$ cat src/hw/l2CachePkg.sv
/*
  Shared definitions for the L2 tag and state cache.
  Address layout, address union, command, MESI, snoop and bus types.
*/

package l2CachePkg;

  // ******************************
  // Address layout
  // ******************************
  localparam int AddrWidth  = 32;
  localparam int OffsetBits = 6;
  localparam int IndexBits  = 4;
  localparam int TagBits    = AddrWidth - IndexBits - OffsetBits;
  localparam int NumSets    = 2 ** IndexBits;

  // Tag in the upper bits, byte select at the bottom
  typedef struct packed {
    logic [TagBits-1:0]    tag;
    logic [IndexBits-1:0]  index;
    logic [OffsetBits-1:0] offset;
  } addrFieldsT;

  // Same address word, flat or split into fields
  typedef union packed {
    logic [AddrWidth-1:0] raw;
    addrFieldsT           fields;
  } cacheAddrU;

  // ******************************
  // Encodings
  // ******************************
  typedef enum logic [1:0] {DataRead, DataWrite, InstrRead, Clear} l1CmdT;
  typedef enum logic [1:0] {SnoopRead, SnoopRwim, SnoopInval} snoopCmdT;
  typedef enum logic [1:0] {Invalid, Shared, Exclusive, Modified} mesiT;
  typedef enum logic [1:0] {Miss, Hit, HitM} snoopResT;
  typedef enum logic [1:0] {BusNone, BusRead, BusRwim, BusInval} busOpT;

  // Request and response words
  typedef struct packed {
    l1CmdT                cmd;
    logic [AddrWidth-1:0] addr;
  } l1ReqT;

  typedef struct packed {
    snoopCmdT             cmd;
    logic [AddrWidth-1:0] addr;
  } snoopReqT;

  typedef struct packed {
    busOpT                op;
    logic [AddrWidth-1:0] addr;
  } busOutT;

  // Write-back of a Modified victim
  typedef struct packed {
    logic                 valid;
    logic [AddrWidth-1:0] addr;
  } evictT;

  // One way of one set
  typedef struct packed {
    logic [TagBits-1:0] tag;
    mesiT               mesi;
  } wayEntryT;

endpackage

$ cat src/hw/tagStateArray.sv
/*
  Tag and MESI storage for every set and way.
  Combinational read of one set, single-way write, bulk invalidate.
*/

module tagStateArray #(
  parameter  int NumWays = 4,
  localparam int WayBits = $clog2(NumWays)
) (
  input  logic                                 clk,
  input  logic                                 rstN,
  input  logic [l2CachePkg::IndexBits-1:0]     rdIndex,
  output l2CachePkg::wayEntryT [NumWays-1:0]   setEntries,
  input  logic                                 wrEn,
  input  logic [l2CachePkg::IndexBits-1:0]     wrIndex,
  input  logic [WayBits-1:0]                   wrWay,
  input  l2CachePkg::wayEntryT                 wrEntry,
  input  logic                                 clear
);
  import l2CachePkg::*;

  // Storage indexed by set, then way
  wayEntryT entries [NumSets][NumWays];

  // ******************************
  // Read side
  // ******************************
  // Whole addressed set goes out at once
  always_comb begin
    for (int w = 0; w < NumWays; w++) begin
      setEntries[w] = entries[rdIndex][w];
    end
  end

  // ******************************
  // Write side
  // ******************************
  // Reset and clear mark every way Invalid
  always_ff @(posedge clk) begin
    if (!rstN || clear) begin
      for (int s = 0; s < NumSets; s++) begin
        for (int w = 0; w < NumWays; w++) begin
          entries[s][w].mesi <= Invalid;
        end
      end
    end else if (wrEn) begin
      // One way takes the new tag and state
      entries[wrIndex][wrWay] <= wrEntry;
    end
  end

endmodule

$ cat src/hw/wayLookup.sv
/*
  Tag comparators, hit encoder and free-way finder for one set.
*/

module wayLookup #(
  parameter  int NumWays = 4,
  localparam int WayBits = $clog2(NumWays)
) (
  input  l2CachePkg::wayEntryT [NumWays-1:0] setEntries,
  input  logic [l2CachePkg::TagBits-1:0]     tag,
  output logic                               hit,
  output logic [WayBits-1:0]                 hitWay,
  output logic                               freeValid,
  output logic [WayBits-1:0]                 freeWay
);
  import l2CachePkg::*;

  logic [NumWays-1:0] match;

  // One comparator per way, Invalid ways never match
  for (genvar w = 0; w < NumWays; w++) begin : genCompare
    assign match[w] = (setEntries[w].mesi != Invalid) && (setEntries[w].tag == tag);
  end

  assign hit = |match;

  // Encoder
  // At most one way matches in a consistent set
  always_comb begin
    hitWay = '0;
    for (int w = 0; w < NumWays; w++) begin
      if (match[w]) hitWay = WayBits'(w);
    end
  end

  // Priority finder, scan from the top so way 0 wins
  always_comb begin
    freeValid = 1'b0;
    freeWay   = '0;
    for (int w = NumWays - 1; w >= 0; w--) begin
      if (setEntries[w].mesi == Invalid) begin
        freeValid = 1'b1;
        freeWay   = WayBits'(w);
      end
    end
  end

endmodule

$ cat src/hw/lruPolicy.sv
/*
  Per-set LRU ages, oldest-way select and age update on access.
  Ages in a set are a permutation, 0 being most recent.
*/

module lruPolicy #(
  parameter  int NumWays = 4,
  localparam int WayBits = $clog2(NumWays)
) (
  input  logic                             clk,
  input  logic                             rstN,
  input  logic [l2CachePkg::IndexBits-1:0] index,
  output logic [WayBits-1:0]               oldestWay,
  input  logic                             touch,
  input  logic [WayBits-1:0]               touchWay,
  input  logic                             clear
);
  import l2CachePkg::*;

  logic [WayBits-1:0] ages [NumSets][NumWays];

  // ******************************
  // Victim candidate
  // ******************************
  // Largest age is NumWays-1 in a permutation
  always_comb begin
    oldestWay = '0;
    for (int w = 0; w < NumWays; w++) begin
      if (ages[index][w] == WayBits'(NumWays - 1)) oldestWay = WayBits'(w);
    end
  end

  // ******************************
  // Age update
  // ******************************
  always_ff @(posedge clk) begin
    if (!rstN || clear) begin
      // Way w starts with age w
      for (int s = 0; s < NumSets; s++) begin
        for (int w = 0; w < NumWays; w++) begin
          ages[s][w] <= WayBits'(w);
        end
      end
    end else if (touch) begin
      // Younger ways shift up by one
      for (int w = 0; w < NumWays; w++) begin
        if (ages[index][w] < ages[index][touchWay]) begin
          ages[index][w] <= ages[index][w] + 1'b1;
        end
      end
      // Touched way becomes most recent
      ages[index][touchWay] <= '0;
    end
  end

endmodule

$ cat src/hw/coherenceController.sv
/*
  L1 and snoop request handling for the L2 tags.
  Handshake FSM, victim choice, MESI transitions, bus and eviction outputs.
*/

module coherenceController #(
  parameter  int NumWays = 4,
  localparam int WayBits = $clog2(NumWays)
) (
  input  logic                               clk,
  input  logic                               rstN,
  input  logic                               l1Req,
  input  l2CachePkg::l1ReqT                  l1Cmd,
  output logic                               l1Ack,
  input  logic                               snoopReq,
  input  l2CachePkg::snoopReqT               snoopCmd,
  output logic                               snoopAck,
  input  l2CachePkg::snoopResT               snoopResIn,
  output l2CachePkg::snoopResT               snoopRes,
  output l2CachePkg::busOutT                 busOut,
  output l2CachePkg::evictT                  evict,
  // Storage side
  output logic [l2CachePkg::IndexBits-1:0]   index,
  output logic [l2CachePkg::TagBits-1:0]     tag,
  input  l2CachePkg::wayEntryT [NumWays-1:0] setEntries,
  input  logic                               hit,
  input  logic [WayBits-1:0]                 hitWay,
  input  logic                               freeValid,
  input  logic [WayBits-1:0]                 freeWay,
  input  logic [WayBits-1:0]                 oldestWay,
  output logic                               wrEn,
  output logic [WayBits-1:0]                 wrWay,
  output l2CachePkg::wayEntryT               wrEntry,
  output logic                               touch,
  output logic [WayBits-1:0]                 touchWay,
  output logic                               clear,
  // Statistics
  output logic                               readPulse,
  output logic                               writePulse,
  output logic                               hitPulse,
  output logic                               missPulse
);
  import l2CachePkg::*;

  typedef enum logic [1:0] {Idle, Lookup, Update} stateT;

  stateT              state;
  logic               acceptSnoop;
  logic               acceptL1;
  // Transaction registers
  logic               isSnoopQ;
  l1CmdT              l1CmdQ;
  snoopCmdT           snoopCmdQ;
  cacheAddrU          addrQ;
  logic               hitQ;
  logic [WayBits-1:0] wayQ;
  wayEntryT           victimQ;
  logic [WayBits-1:0] pickWay;
  // Decoded update
  logic               isAccess;
  logic               evictD;
  busOpT              busOpD;
  snoopResT           snoopResD;
  wayEntryT           newEntry;
  cacheAddrU          evictAddr;
  // Output registers
  busOpT                busOpQ;
  logic [AddrWidth-1:0] busAddrQ;
  logic                 evictValidQ;
  logic [AddrWidth-1:0] evictAddrQ;

  // ******************************
  // Arbitration
  // ******************************
  // Nothing new while either ack is still up, snoop wins a tie
  assign acceptSnoop = (state == Idle) && !l1Ack && !snoopAck && snoopReq;
  assign acceptL1    = (state == Idle) && !l1Ack && !snoopAck && !snoopReq && l1Req;

  // Storage is addressed from the registered request
  assign index = addrQ.fields.index;
  assign tag   = addrQ.fields.tag;

  // Hit way, else first free way, else LRU way
  assign pickWay = hit ? hitWay : (freeValid ? freeWay : oldestWay);

  always_ff @(posedge clk) begin
    if (acceptSnoop) begin
      isSnoopQ  <= 1'b1;
      snoopCmdQ <= snoopCmd.cmd;
      addrQ.raw <= snoopCmd.addr;
    end else if (acceptL1) begin
      isSnoopQ  <= 1'b0;
      l1CmdQ    <= l1Cmd.cmd;
      addrQ.raw <= l1Cmd.addr;
    end
    if (state == Lookup) begin
      hitQ    <= hit;
      wayQ    <= pickWay;
      victimQ <= setEntries[pickWay];
    end
    if (state == Update) begin
      busAddrQ   <= addrQ.raw;
      evictAddrQ <= evictAddr.raw;
    end
  end

  // ******************************
  // MESI transitions
  // ******************************
  // Clear goes through the FSM but touches nothing here
  assign isAccess = !isSnoopQ && (l1CmdQ != Clear);

  always_comb begin
    newEntry.tag  = addrQ.fields.tag;
    newEntry.mesi = victimQ.mesi;
    busOpD        = BusNone;
    snoopResD     = Miss;
    if (isSnoopQ) begin
      if (hitQ) begin
        snoopResD     = (victimQ.mesi == Modified) ? HitM : Hit;
        // Read keeps a copy, RWIM and invalidate drop it
        newEntry.mesi = (snoopCmdQ == SnoopRead) ? Shared : Invalid;
      end
    end else if (l1CmdQ == DataWrite) begin
      newEntry.mesi = Modified;
      if (!hitQ) busOpD = BusRwim;
      else if (victimQ.mesi == Shared) busOpD = BusInval;
    end else if (isAccess && !hitQ) begin
      busOpD = BusRead;
      // Another holder answered, so the fill is shared
      newEntry.mesi = (snoopResIn != Miss) ? Shared : Exclusive;
    end
  end

  // Dirty victim leaves on any L1 miss
  assign evictD = isAccess && !hitQ && (victimQ.mesi == Modified);

  // Line address of the victim, offset zero
  assign evictAddr.fields = '{tag: victimQ.tag, index: addrQ.fields.index, offset: '0};

  // ******************************
  // Strobes, all in UPDATE only
  // ******************************
  assign wrEn       = (state == Update) && (isAccess || (isSnoopQ && hitQ));
  assign wrWay      = wayQ;
  assign wrEntry    = newEntry;
  assign touch      = (state == Update) && isAccess;
  assign touchWay   = wayQ;
  assign clear      = (state == Update) && !isSnoopQ && (l1CmdQ == Clear);
  assign readPulse  = touch && (l1CmdQ != DataWrite);
  assign writePulse = touch && (l1CmdQ == DataWrite);
  assign hitPulse   = touch && hitQ;
  assign missPulse  = touch && !hitQ;

  // ******************************
  // FSM and handshake
  // ******************************
  always_ff @(posedge clk) begin
    if (!rstN) begin
      state       <= Idle;
      l1Ack       <= 1'b0;
      snoopAck    <= 1'b0;
      busOpQ      <= BusNone;
      evictValidQ <= 1'b0;
      snoopRes    <= Miss;
    end else begin
      case (state)
        Idle: begin
          // Ack falls once its req is seen low
          if (snoopAck && !snoopReq) begin
            snoopAck <= 1'b0;
            snoopRes <= Miss;
          end
          if (l1Ack && !l1Req) begin
            l1Ack       <= 1'b0;
            busOpQ      <= BusNone;
            evictValidQ <= 1'b0;
          end
          if (acceptSnoop || acceptL1) state <= Lookup;
        end
        Lookup: state <= Update;
        Update: begin
          if (isSnoopQ) begin
            snoopAck <= 1'b1;
            snoopRes <= snoopResD;
          end else begin
            l1Ack       <= 1'b1;
            busOpQ      <= busOpD;
            evictValidQ <= evictD;
          end
          state <= Idle;
        end
        default: state <= Idle;
      endcase
    end
  end

  assign busOut = '{op: busOpQ, addr: busAddrQ};
  assign evict  = '{valid: evictValidQ, addr: evictAddrQ};

endmodule

$ cat src/hw/statCounters.sv
/*
  Hit, miss, read and write statistics counters.
*/

module statCounters (
  input  logic        clk,
  input  logic        rstN,
  input  logic        readPulse,
  input  logic        writePulse,
  input  logic        hitPulse,
  input  logic        missPulse,
  output logic [31:0] hits,
  output logic [31:0] misses,
  output logic [31:0] reads,
  output logic [31:0] writes
);

  // Plain wrap-around counters, one pulse per access
  always_ff @(posedge clk) begin
    if (!rstN) begin
      hits   <= '0;
      misses <= '0;
      reads  <= '0;
      writes <= '0;
    end else begin
      if (hitPulse)   hits   <= hits + 1'b1;
      if (missPulse)  misses <= misses + 1'b1;
      if (readPulse)  reads  <= reads + 1'b1;
      if (writePulse) writes <= writes + 1'b1;
    end
  end

endmodule

$ cat src/hw/l2CacheTop.sv
/*
  L2 cache tag and state top level.
  Controller, tag array, lookup, LRU and statistics.
*/

module l2CacheTop #(
  parameter  int NumWays = 4,
  localparam int WayBits = $clog2(NumWays)
) (
  input  logic                 clk,
  input  logic                 rstN,
  input  logic                 l1Req,
  input  l2CachePkg::l1ReqT    l1Cmd,
  output logic                 l1Ack,
  input  logic                 snoopReq,
  input  l2CachePkg::snoopReqT snoopCmd,
  output logic                 snoopAck,
  input  l2CachePkg::snoopResT snoopResIn,
  output l2CachePkg::snoopResT snoopRes,
  output l2CachePkg::busOutT   busOut,
  output l2CachePkg::evictT    evict,
  output logic [31:0]          hits,
  output logic [31:0]          misses,
  output logic [31:0]          reads,
  output logic [31:0]          writes
);
  import l2CachePkg::*;

  // Storage interface
  logic [IndexBits-1:0]    index;
  logic [TagBits-1:0]      tag;
  wayEntryT [NumWays-1:0]  setEntries;
  logic                    hit;
  logic                    freeValid;
  logic [WayBits-1:0]      hitWay;
  logic [WayBits-1:0]      freeWay;
  logic [WayBits-1:0]      oldestWay;
  logic                    wrEn;
  logic [WayBits-1:0]      wrWay;
  wayEntryT                wrEntry;
  logic                    touch;
  logic [WayBits-1:0]      touchWay;
  logic                    clear;
  // Statistics pulses
  logic readPulse;
  logic writePulse;
  logic hitPulse;
  logic missPulse;

  coherenceController #(.NumWays(NumWays)) u_ctrl (
    .clk, .rstN, .l1Req, .l1Cmd, .l1Ack, .snoopReq, .snoopCmd, .snoopAck,
    .snoopResIn, .snoopRes, .busOut, .evict, .index, .tag, .setEntries,
    .hit, .hitWay, .freeValid, .freeWay, .oldestWay, .wrEn, .wrWay, .wrEntry,
    .touch, .touchWay, .clear, .readPulse, .writePulse, .hitPulse, .missPulse
  );

  // Read and write share the registered index
  tagStateArray #(.NumWays(NumWays)) u_tags (
    .clk, .rstN, .rdIndex(index), .setEntries, .wrEn, .wrIndex(index),
    .wrWay, .wrEntry, .clear
  );

  wayLookup #(.NumWays(NumWays)) u_lookup (
    .setEntries, .tag, .hit, .hitWay, .freeValid, .freeWay
  );

  lruPolicy #(.NumWays(NumWays)) u_lru (
    .clk, .rstN, .index, .oldestWay, .touch, .touchWay, .clear
  );

  statCounters u_stats (
    .clk, .rstN, .readPulse, .writePulse, .hitPulse, .missPulse,
    .hits, .misses, .reads, .writes
  );

endmodule

$ cat config.mk
export PLATFORM = sky130hd
export DESIGN_NAME = l2CacheTop
export DESIGN_NICKNAME = d
export VERILOG_FILES = /design/src/hw/l2CachePkg.sv /design/src/hw/tagStateArray.sv /design/src/hw/wayLookup.sv /design/src/hw/lruPolicy.sv /design/src/hw/coherenceController.sv /design/src/hw/statCounters.sv /design/src/hw/l2CacheTop.sv
export SDC_FILE = /design/constraint.sdc
export NUM_CORES = 2
export LEC_CHECK = 0
export BUFFER_PORTS_ARGS = -buffer_cell sky130_fd_sc_hd__buf_4
export CAP_MARGIN = 20
export CORE_ASPECT_RATIO = 2
export CORE_MARGIN = 2
export CORE_UTILIZATION = 35
export DETAILED_ROUTE_END_ITERATION = 6
export SYNTH_ARGS = -nofsm -noshare
export SYNTH_HDL_FRONTEND = slang
export SYNTH_SLANG_ARGS = --single-unit
$ cat constraint.sdc
create_clock -name clk -period 6.5 [get_ports clk]
set_input_delay 0.65 -clock clk [delete_from_list [all_inputs] [get_ports clk]]
set_output_delay 0.65 -clock clk [all_outputs]
set_load 0.02 [all_outputs]
After elaboration in Yosys (flattened, before gate mapping)

Memories as Yosys holds them, arrays and structs flattened. A register that Yosys moved wholly into a read port is not among the register bits.
Cells that the tools add are included.

Logic and storage cells: 215
Output and inout bits: 199
Memories: 2
Input port bits: 74
Memory bits (writable): 1664
Bits in registers: 259

Reductions and logical operators: 53
Add/subtract/negate cells: 8
Eq/ne operators: 20
Muxes and demuxes: 95
Order comparisons: 7
Bitwise logic cells: 10

Memories:

| name           | depth | bits a word | rd ports | clocked after Yosys merged registers in | write ports | line                | text |
|---|---|---|---|---|---|---|---|
| u_tags.entries | 16    | 96          | 1        | 1                                       | 16          | tagStateArray.sv:23 | `wayEntryT entries [NumSets][NumWays];` |
| u_lru.ages     | 16    | 8           | 1        | 1                                       | 16          | lruPolicy.sv:20     | `logic [WayBits-1:0] ages [NumSets][NumWays];` |

Operator list:

| kind                                                                   | count |
|---|---|
| 96-bit two-way mux                                                     | 3 |
| 32-bit by 1-bit adder with 32-bit output (second input constant)       | 4 |
| 96-bit OR reduction                                                    | 1 |
| 22-bit equality test                                                   | 4 |
| 32-bit two-way mux                                                     | 2 |
| 2-bit two-way mux                                                      | 28 |
| 24-bit binary-select mux with 2-bit select                             | 1 |
| 24-bit demux with 2-bit select                                         | 1 |
| 24-bit two-way mux                                                     | 2 |
| 1-bit two-way mux                                                      | 43 |
| 1-bit logical AND                                                      | 24 |
| 8-bit two-way mux                                                      | 3 |
| 4-bit two-way mux                                                      | 4 |
| 2-bit nonzero test                                                     | 7 |
| 2-bit equality test (second input constant)                            | 6 |
| 2-bit logical NOT                                                      | 6 |
| 2-bit one-hot mux with 2 select lines                                  | 3 |
| 2-bit inequality test (second input constant)                          | 5 |
| 2-bit by 1-bit adder with 2-bit output (second input constant)         | 4 |
| 2-bit < comparator                                                     | 4 |
| 1-bit OR                                                               | 8 |
| 8-bit OR reduction                                                     | 1 |
| 1-bit logical NOT                                                      | 7 |
| 2-bit by 1-bit equality test with 1-bit output (second input constant) | 3 |
| other kinds (13)                                                       | 19 |

Logic depth before layout (Yosys ltp)

Depth in word-level cells: 12
Mapped depth: 21
Depth with buffers taken out: 12

Cells and area by module

Synthesis repeated with hierarchy kept, for this count alone.

Cell total of the unflattened synthesis: 4588
Area, all modules: 79905.4 µm²

By module, submodules not included:

| module              | cells each | seq. area each (µm²) | instances | area an instance (µm²) |
|---|---|---|---|---|
| tagStateArray       | 2703       | 46124.2              | 1         | 58837.7 |
| lruPolicy           | 607        | 3843.7               | 1         | 7323.3 |
| coherenceController | 439        | 3713.6               | 1         | 6711.4 |
| statCounters        | 704        | 2562.5               | 1         | 5988.2 |
| wayLookup           | 135        | 0.0                  | 1         | 1044.8 |

Worst setup path after synthesis

No wires, ideal clock.

Kind: register -> register
Start: register u_ctrl.state[1]
End: memory u_tags.entries[12][10] (netlist name) (enable)
Cell stages (with the launch flop): 8
Arrival time: 5144 ps
Path slack: 956 ps
Library setup time: 401 ps
Data required time: 6099 ps
Clock period less this slack: 5544 ps
Buffers on the path: 3
Path through: dfxtp_1 -> clkbuf_1 -> nor2b_1 -> and3_1 -> clkbuf_1 -> nand3_1 -> clkbuf_1 -> nor2_1

RTL lines:

| element                | line                       | text |
|---|---|---|
| from (decl)            | coherenceController.sv:47  | `stateT state;` |
| from (signal assigned) | coherenceController.sv:160 | `state <= Idle;` |
| from (signal assigned) | coherenceController.sv:179 | `if (acceptSnoop \|\| acceptL1) state <= Lookup;` |
| from (signal assigned) | coherenceController.sv:181 | `Lookup: state <= Update;` |
| to (decl)              | tagStateArray.sv:23        |  |

==> summary.md <==
| Metric | Value |
|---|---|
| Nets@finish | ~5200 |
| # IOs | ~270 |
| Met1 Use GR | between 20% and 30% |
| Setup Skew | just over 0.05 ns |
| Final ANT Viol Nets | 0 |
| Slew of the pin with the lowest slew margin | between 1 and 1.5 ns |
| Peak supply drop | around 0.00020 V |
| DRT iter0 DRCs | 4113 |
| Post-Synthesis Cells | between 4000 and 5000 |
| Slew headroom | 13.7% |
| Clock-pin slew on the worst setup and hold paths | about 0.07 ns |
| Site Rows | between 200 and 250 |
| Number of flops mapped to enable cells by yosys | approximately 1800 |
| Final setup fails | 0 |
| Req. time, crit path | 7.10 ns |
| CP Data Arrival Time | approximately 6 ns |
| TritonCTS Buffers | approximately 170 |
| Final wirelength | roughly 260000 um |
| Vias in the first global route | 47316 |
| First-pass GRT wire length | 359000 um |
| Die Y | 685 um |
| Residual DRC | 0 |
| Pwr/cell area | 370 nW/um2 |
| Setup Crit Path Kind | register to register |
| Worst path max stage delay | 0.98 ns |
| Worst skew pair latency | about 0.85 ns |
| Seq/Total Area, Yosys | between 60% and 70% |
| GR Layer Usage met3 | 2.98% |
| Max_cap viols | 0 |
| Drt wl/cell | 31.2 um |
| Die extent in x | about 340 um |
| R2R setup slack | between 1 and 1.5 ns |
| CTS resizes | 0 |
| Routed vias/inst | about 5.6 |
| Fin. max-slew vios | 0 |
| CTS tree | built |
| Clock buffer depth | 4 |
| Netlist cell types | 96 |
| DR vias | about 46000 |
| CP Capture Type | register |
| RSZ-0062 raised after global routing | false |
| Initial antenna violation count | 4 |
| Max stage delay cell, worst path | mux2i_1 |
| Initial Util | a little over a third |
| Reg2Reg Depth | 12 |
| Global routing met2 resource utilization | a little under 40% |
| Max FO, Critical Path | just over 70 |
| P&R area growth vs syn | 14.5% |
| Post-synthesis cell area | 81100 um2 |
| Final hold vios | 0 |
| Top Usage Layer GRT | met2 |
| Post-route minimum period | roughly 5.2 ns |
| Post-Syn Area per Cell | about 17 um2 |
| # placed instances | between 7000 and 8000 |
| Async set-reset flop share out of synthesis | 0% |
| Static leakage | between 30 and 40 nW |
| Largest net degree at the start of global routing | around 140 |
| CTS Root Buffer Type | clkbuf_16 |
| TNS Setup | 0 ns |
| Yosys warning total | 0 |
| HP Class | input port to register |
| Post-detail-place hpwl | 174000 um |
| Full die area | around 240000 um2 |
| Worst setup path endpoint | u_ctrl.evictAddr[29]$_DFFE_PN_ |
| # clock sinks | about 1900 |
| Setup crit start kind | register |
| Final period utilization | 80.4% |
| Gpl congestion | slightly below 1 |
| Post-synthesis register bit count | slightly below 2000 |
| Port buffer count | approximately 270 |
| R2r endpoint | u_ctrl.evictAddr[29]$_DFFE_PN_ |
| Fmax | ~190 MHz |
| Total congestion overflow | 0 |
| Layout cells sized above 1 | 24.9% |
| 1st-pass router iterations | 5 |
| Status | finished, final reports clean |
| Core Area | between 200000 and 250000 um2 |
| Total Routing Usage GR | ~22% |
| Ys flop type | edfxtp_1 |
| Final Non-Filler Cells | 8293 |
| Cell Chain, Critical Path | buf_12 > mux4_2 > mux2i_1 > nand3_1 > o21ai_0 > o211ai_1 > nor4bb_1 > nand4_1 > a31oi_4 > buf_4 > mux2_2 > mux2_4 |
| H-tree depth | 4 |
## synth_stat cells, types with 12 or more instances
master | n | share of area (%)
clkbuf_1 | 176 | 0.81
nor3b_1 | 13 | 0.12
and3_1 | 41 | 0.32
buf_1 | 23 | 0.11
nand4_1 | 34 | 0.26
buf_4 | 42 | 0.39
buf_6 | 25 | 0.35
dfxtp_1 | 142 | 3.5
o21ai_0 | 190 | 1.2
inv_1 | 23 | 0.11
xor2_1 | 60 | 0.65
and4_1 | 13 | 0.14
mux4_1 | 31 | 1.0
a22oi_1 | 44 | 0.41
nand3_1 | 75 | 0.46
nor4_1 | 14 | 0.11
buf_2 | 35 | 0.22
nor2b_1 | 40 | 0.31
o2111ai_1 | 12 | 0.13
mux4_2 | 340 | 9.4
and2_1 | 112 | 0.86
or3_1 | 29 | 0.22
nor2_1 | 239 | 1.1
mux2i_1 | 277 | 3.4
a21boi_0 | 24 | 0.22
mux2_2 | 98 | 1.4
nor3_1 | 161 | 0.99
edfxtp_1 | 1781 | 66
nand2_1 | 284 | 1.3
a22o_1 | 17 | 0.18
xnor2_1 | 141 | 1.5
a221oi_1 | 17 | 0.18
a21oi_1 | 37 | 0.23
buf_12 | 13 | 0.32
## worst min-delay path by stage
stage / startpoint / to / slack (ns) / cells after the start
after global placement: u_ctrl.evictAddr[15]$_DFFE_PN_ / u_ctrl.evictAddrQ[15]$_DFFE_PP_ / 0.41 / 0
after floorplan: u_ctrl.addrQ[0]$_DFFE_PN_ / u_ctrl.busAddrQ[0]$_DFFE_PP_ / 0.40 / 0
after CTS: snoopReq / u_ctrl.isSnoopQ$_SDFFE_PP1P_ / 0.02 / 3
after global routing: snoopReq / u_ctrl.isSnoopQ$_SDFFE_PP1P_ / 0.07 / 3
after detailed placement: u_ctrl.evictAddr[14]$_DFFE_PN_ / u_ctrl.evictAddrQ[14]$_DFFE_PP_ / 0.41 / 0
final: snoopReq / u_ctrl.isSnoopQ$_SDFFE_PP1P_ / 0.06 / 3
## final cells by class
class | count | area (um2)
inverter | 30 | 123
timing repair buffer | 501 | 4010
antenna | 3 | 7.51
fill | 20570 | 137000
clock inverter | 103 | 1000
sequential | 1923 | 56300
tap | 3012 | 3770
clock buffer | 202 | 4580
multi-input combinational | 2519 | 23000
## metrics by stage
stage,cell area [um2],util [%],power [W],setup WS [ns],hold slack (ns)
2_1_floorplan,81100,-,0.0204,0.956,0.400
3_3_place_gp,87200,37.9,0.0241,1.23,0.405
3_5_place_dp,87200,37.9,0.0241,1.28,0.408
4_1_cts,92800,40.3,0.0344,1.28,0.0185
5_1_grt,92800,40.3,0.0352,0.981,0.0738
6_report,92800,40.3,0.0343,1.27,0.0626
## critical path: cells and delay by family, from the launching register on
kind	cells	cell delay [ns]
mux	4	2.15
simple gates	3	0.72
buf+inv	2	0.67
flops	1	0.61
compound gates	3	0.60
## placed cells by master (no fill, tap or decap), types with 19 or more instances in the layout
cell / instances
nand2_1: 279
xor2_1: 60
and2_1: 112
nor2_2: 53
a21boi_0: 24
xnor2_1: 141
mux4_1: 31
edfxtp_1: 1781
a21oi_1: 36
mux2_2: 98
nand3_1: 74
clkinv_1: 31
nor2b_1: 34
buf_4: 477
a22oi_1: 44
or3_1: 29
mux2i_1: 277
buf_12: 19
clkinv_2: 33
nor2_1: 174
clkbuf_16: 179
nand4_1: 34
inv_1: 22
dfxtp_1: 138
o21ai_0: 190
nor3_1: 161
and3_1: 41
clkbuf_1: 22
mux4_2: 340
## where the power goes
| group | total [W] | switching, W | internal, W |
|---|---|---|---|
| registers | 0.0147 | 0.000414 | 0.0143 |
| logic | 0.00926 | 0.00601 | 0.00325 |
| clock network | 0.0104 | 0.00465 | 0.00574 |
| total | 0.0343 | 0.0111 | 0.0233 |
## flip-flops by register name (all words and copies together), names as in the netlist, 22 cells and up, named ones only
name / count
u_lru.ages: 128
u_stats.misses: 32
u_ctrl.busAddrQ: 32
u_stats.hits: 32
u_ctrl.evictAddrQ: 22
u_stats.writes: 32
u_ctrl.evictAddr: 22
u_ctrl.addrQ: 32
u_stats.reads: 32
u_tags.entries: 1536
## per-layer routing
layer | up-vias | routed length (um)
met3 | 661 | 14000
met2 | 1929 | 137000
li1 | 19496 | -
met4 | 0 | 23300
met5 | - | 0
met1 | 24085 | 84900
## repair_timing
item / in CTS / in global routing
setup buffers: 0 / 0
endpoints found under the setup margin: 0 / 0
hold buffers: 4 / 0
endpoints found under the hold margin: 4 / 0
## cells by family after synthesis
kind of cell | after synthesis | synth area share [%]
DFF | 1923 | 69.5
and+or+nand+nor | 1112 | 6.78
xor gates and xnor gates | 201 | 2.17
buffers and inverters | 355 | 2.52
adders and majority gates | 11 | 0.170
other | 1 | 0.00463
AOI/OAI and AO/OA | 440 | 3.59
muxes | 749 | 15.3
Note: power is estimated with default switching activity, not from simulation.
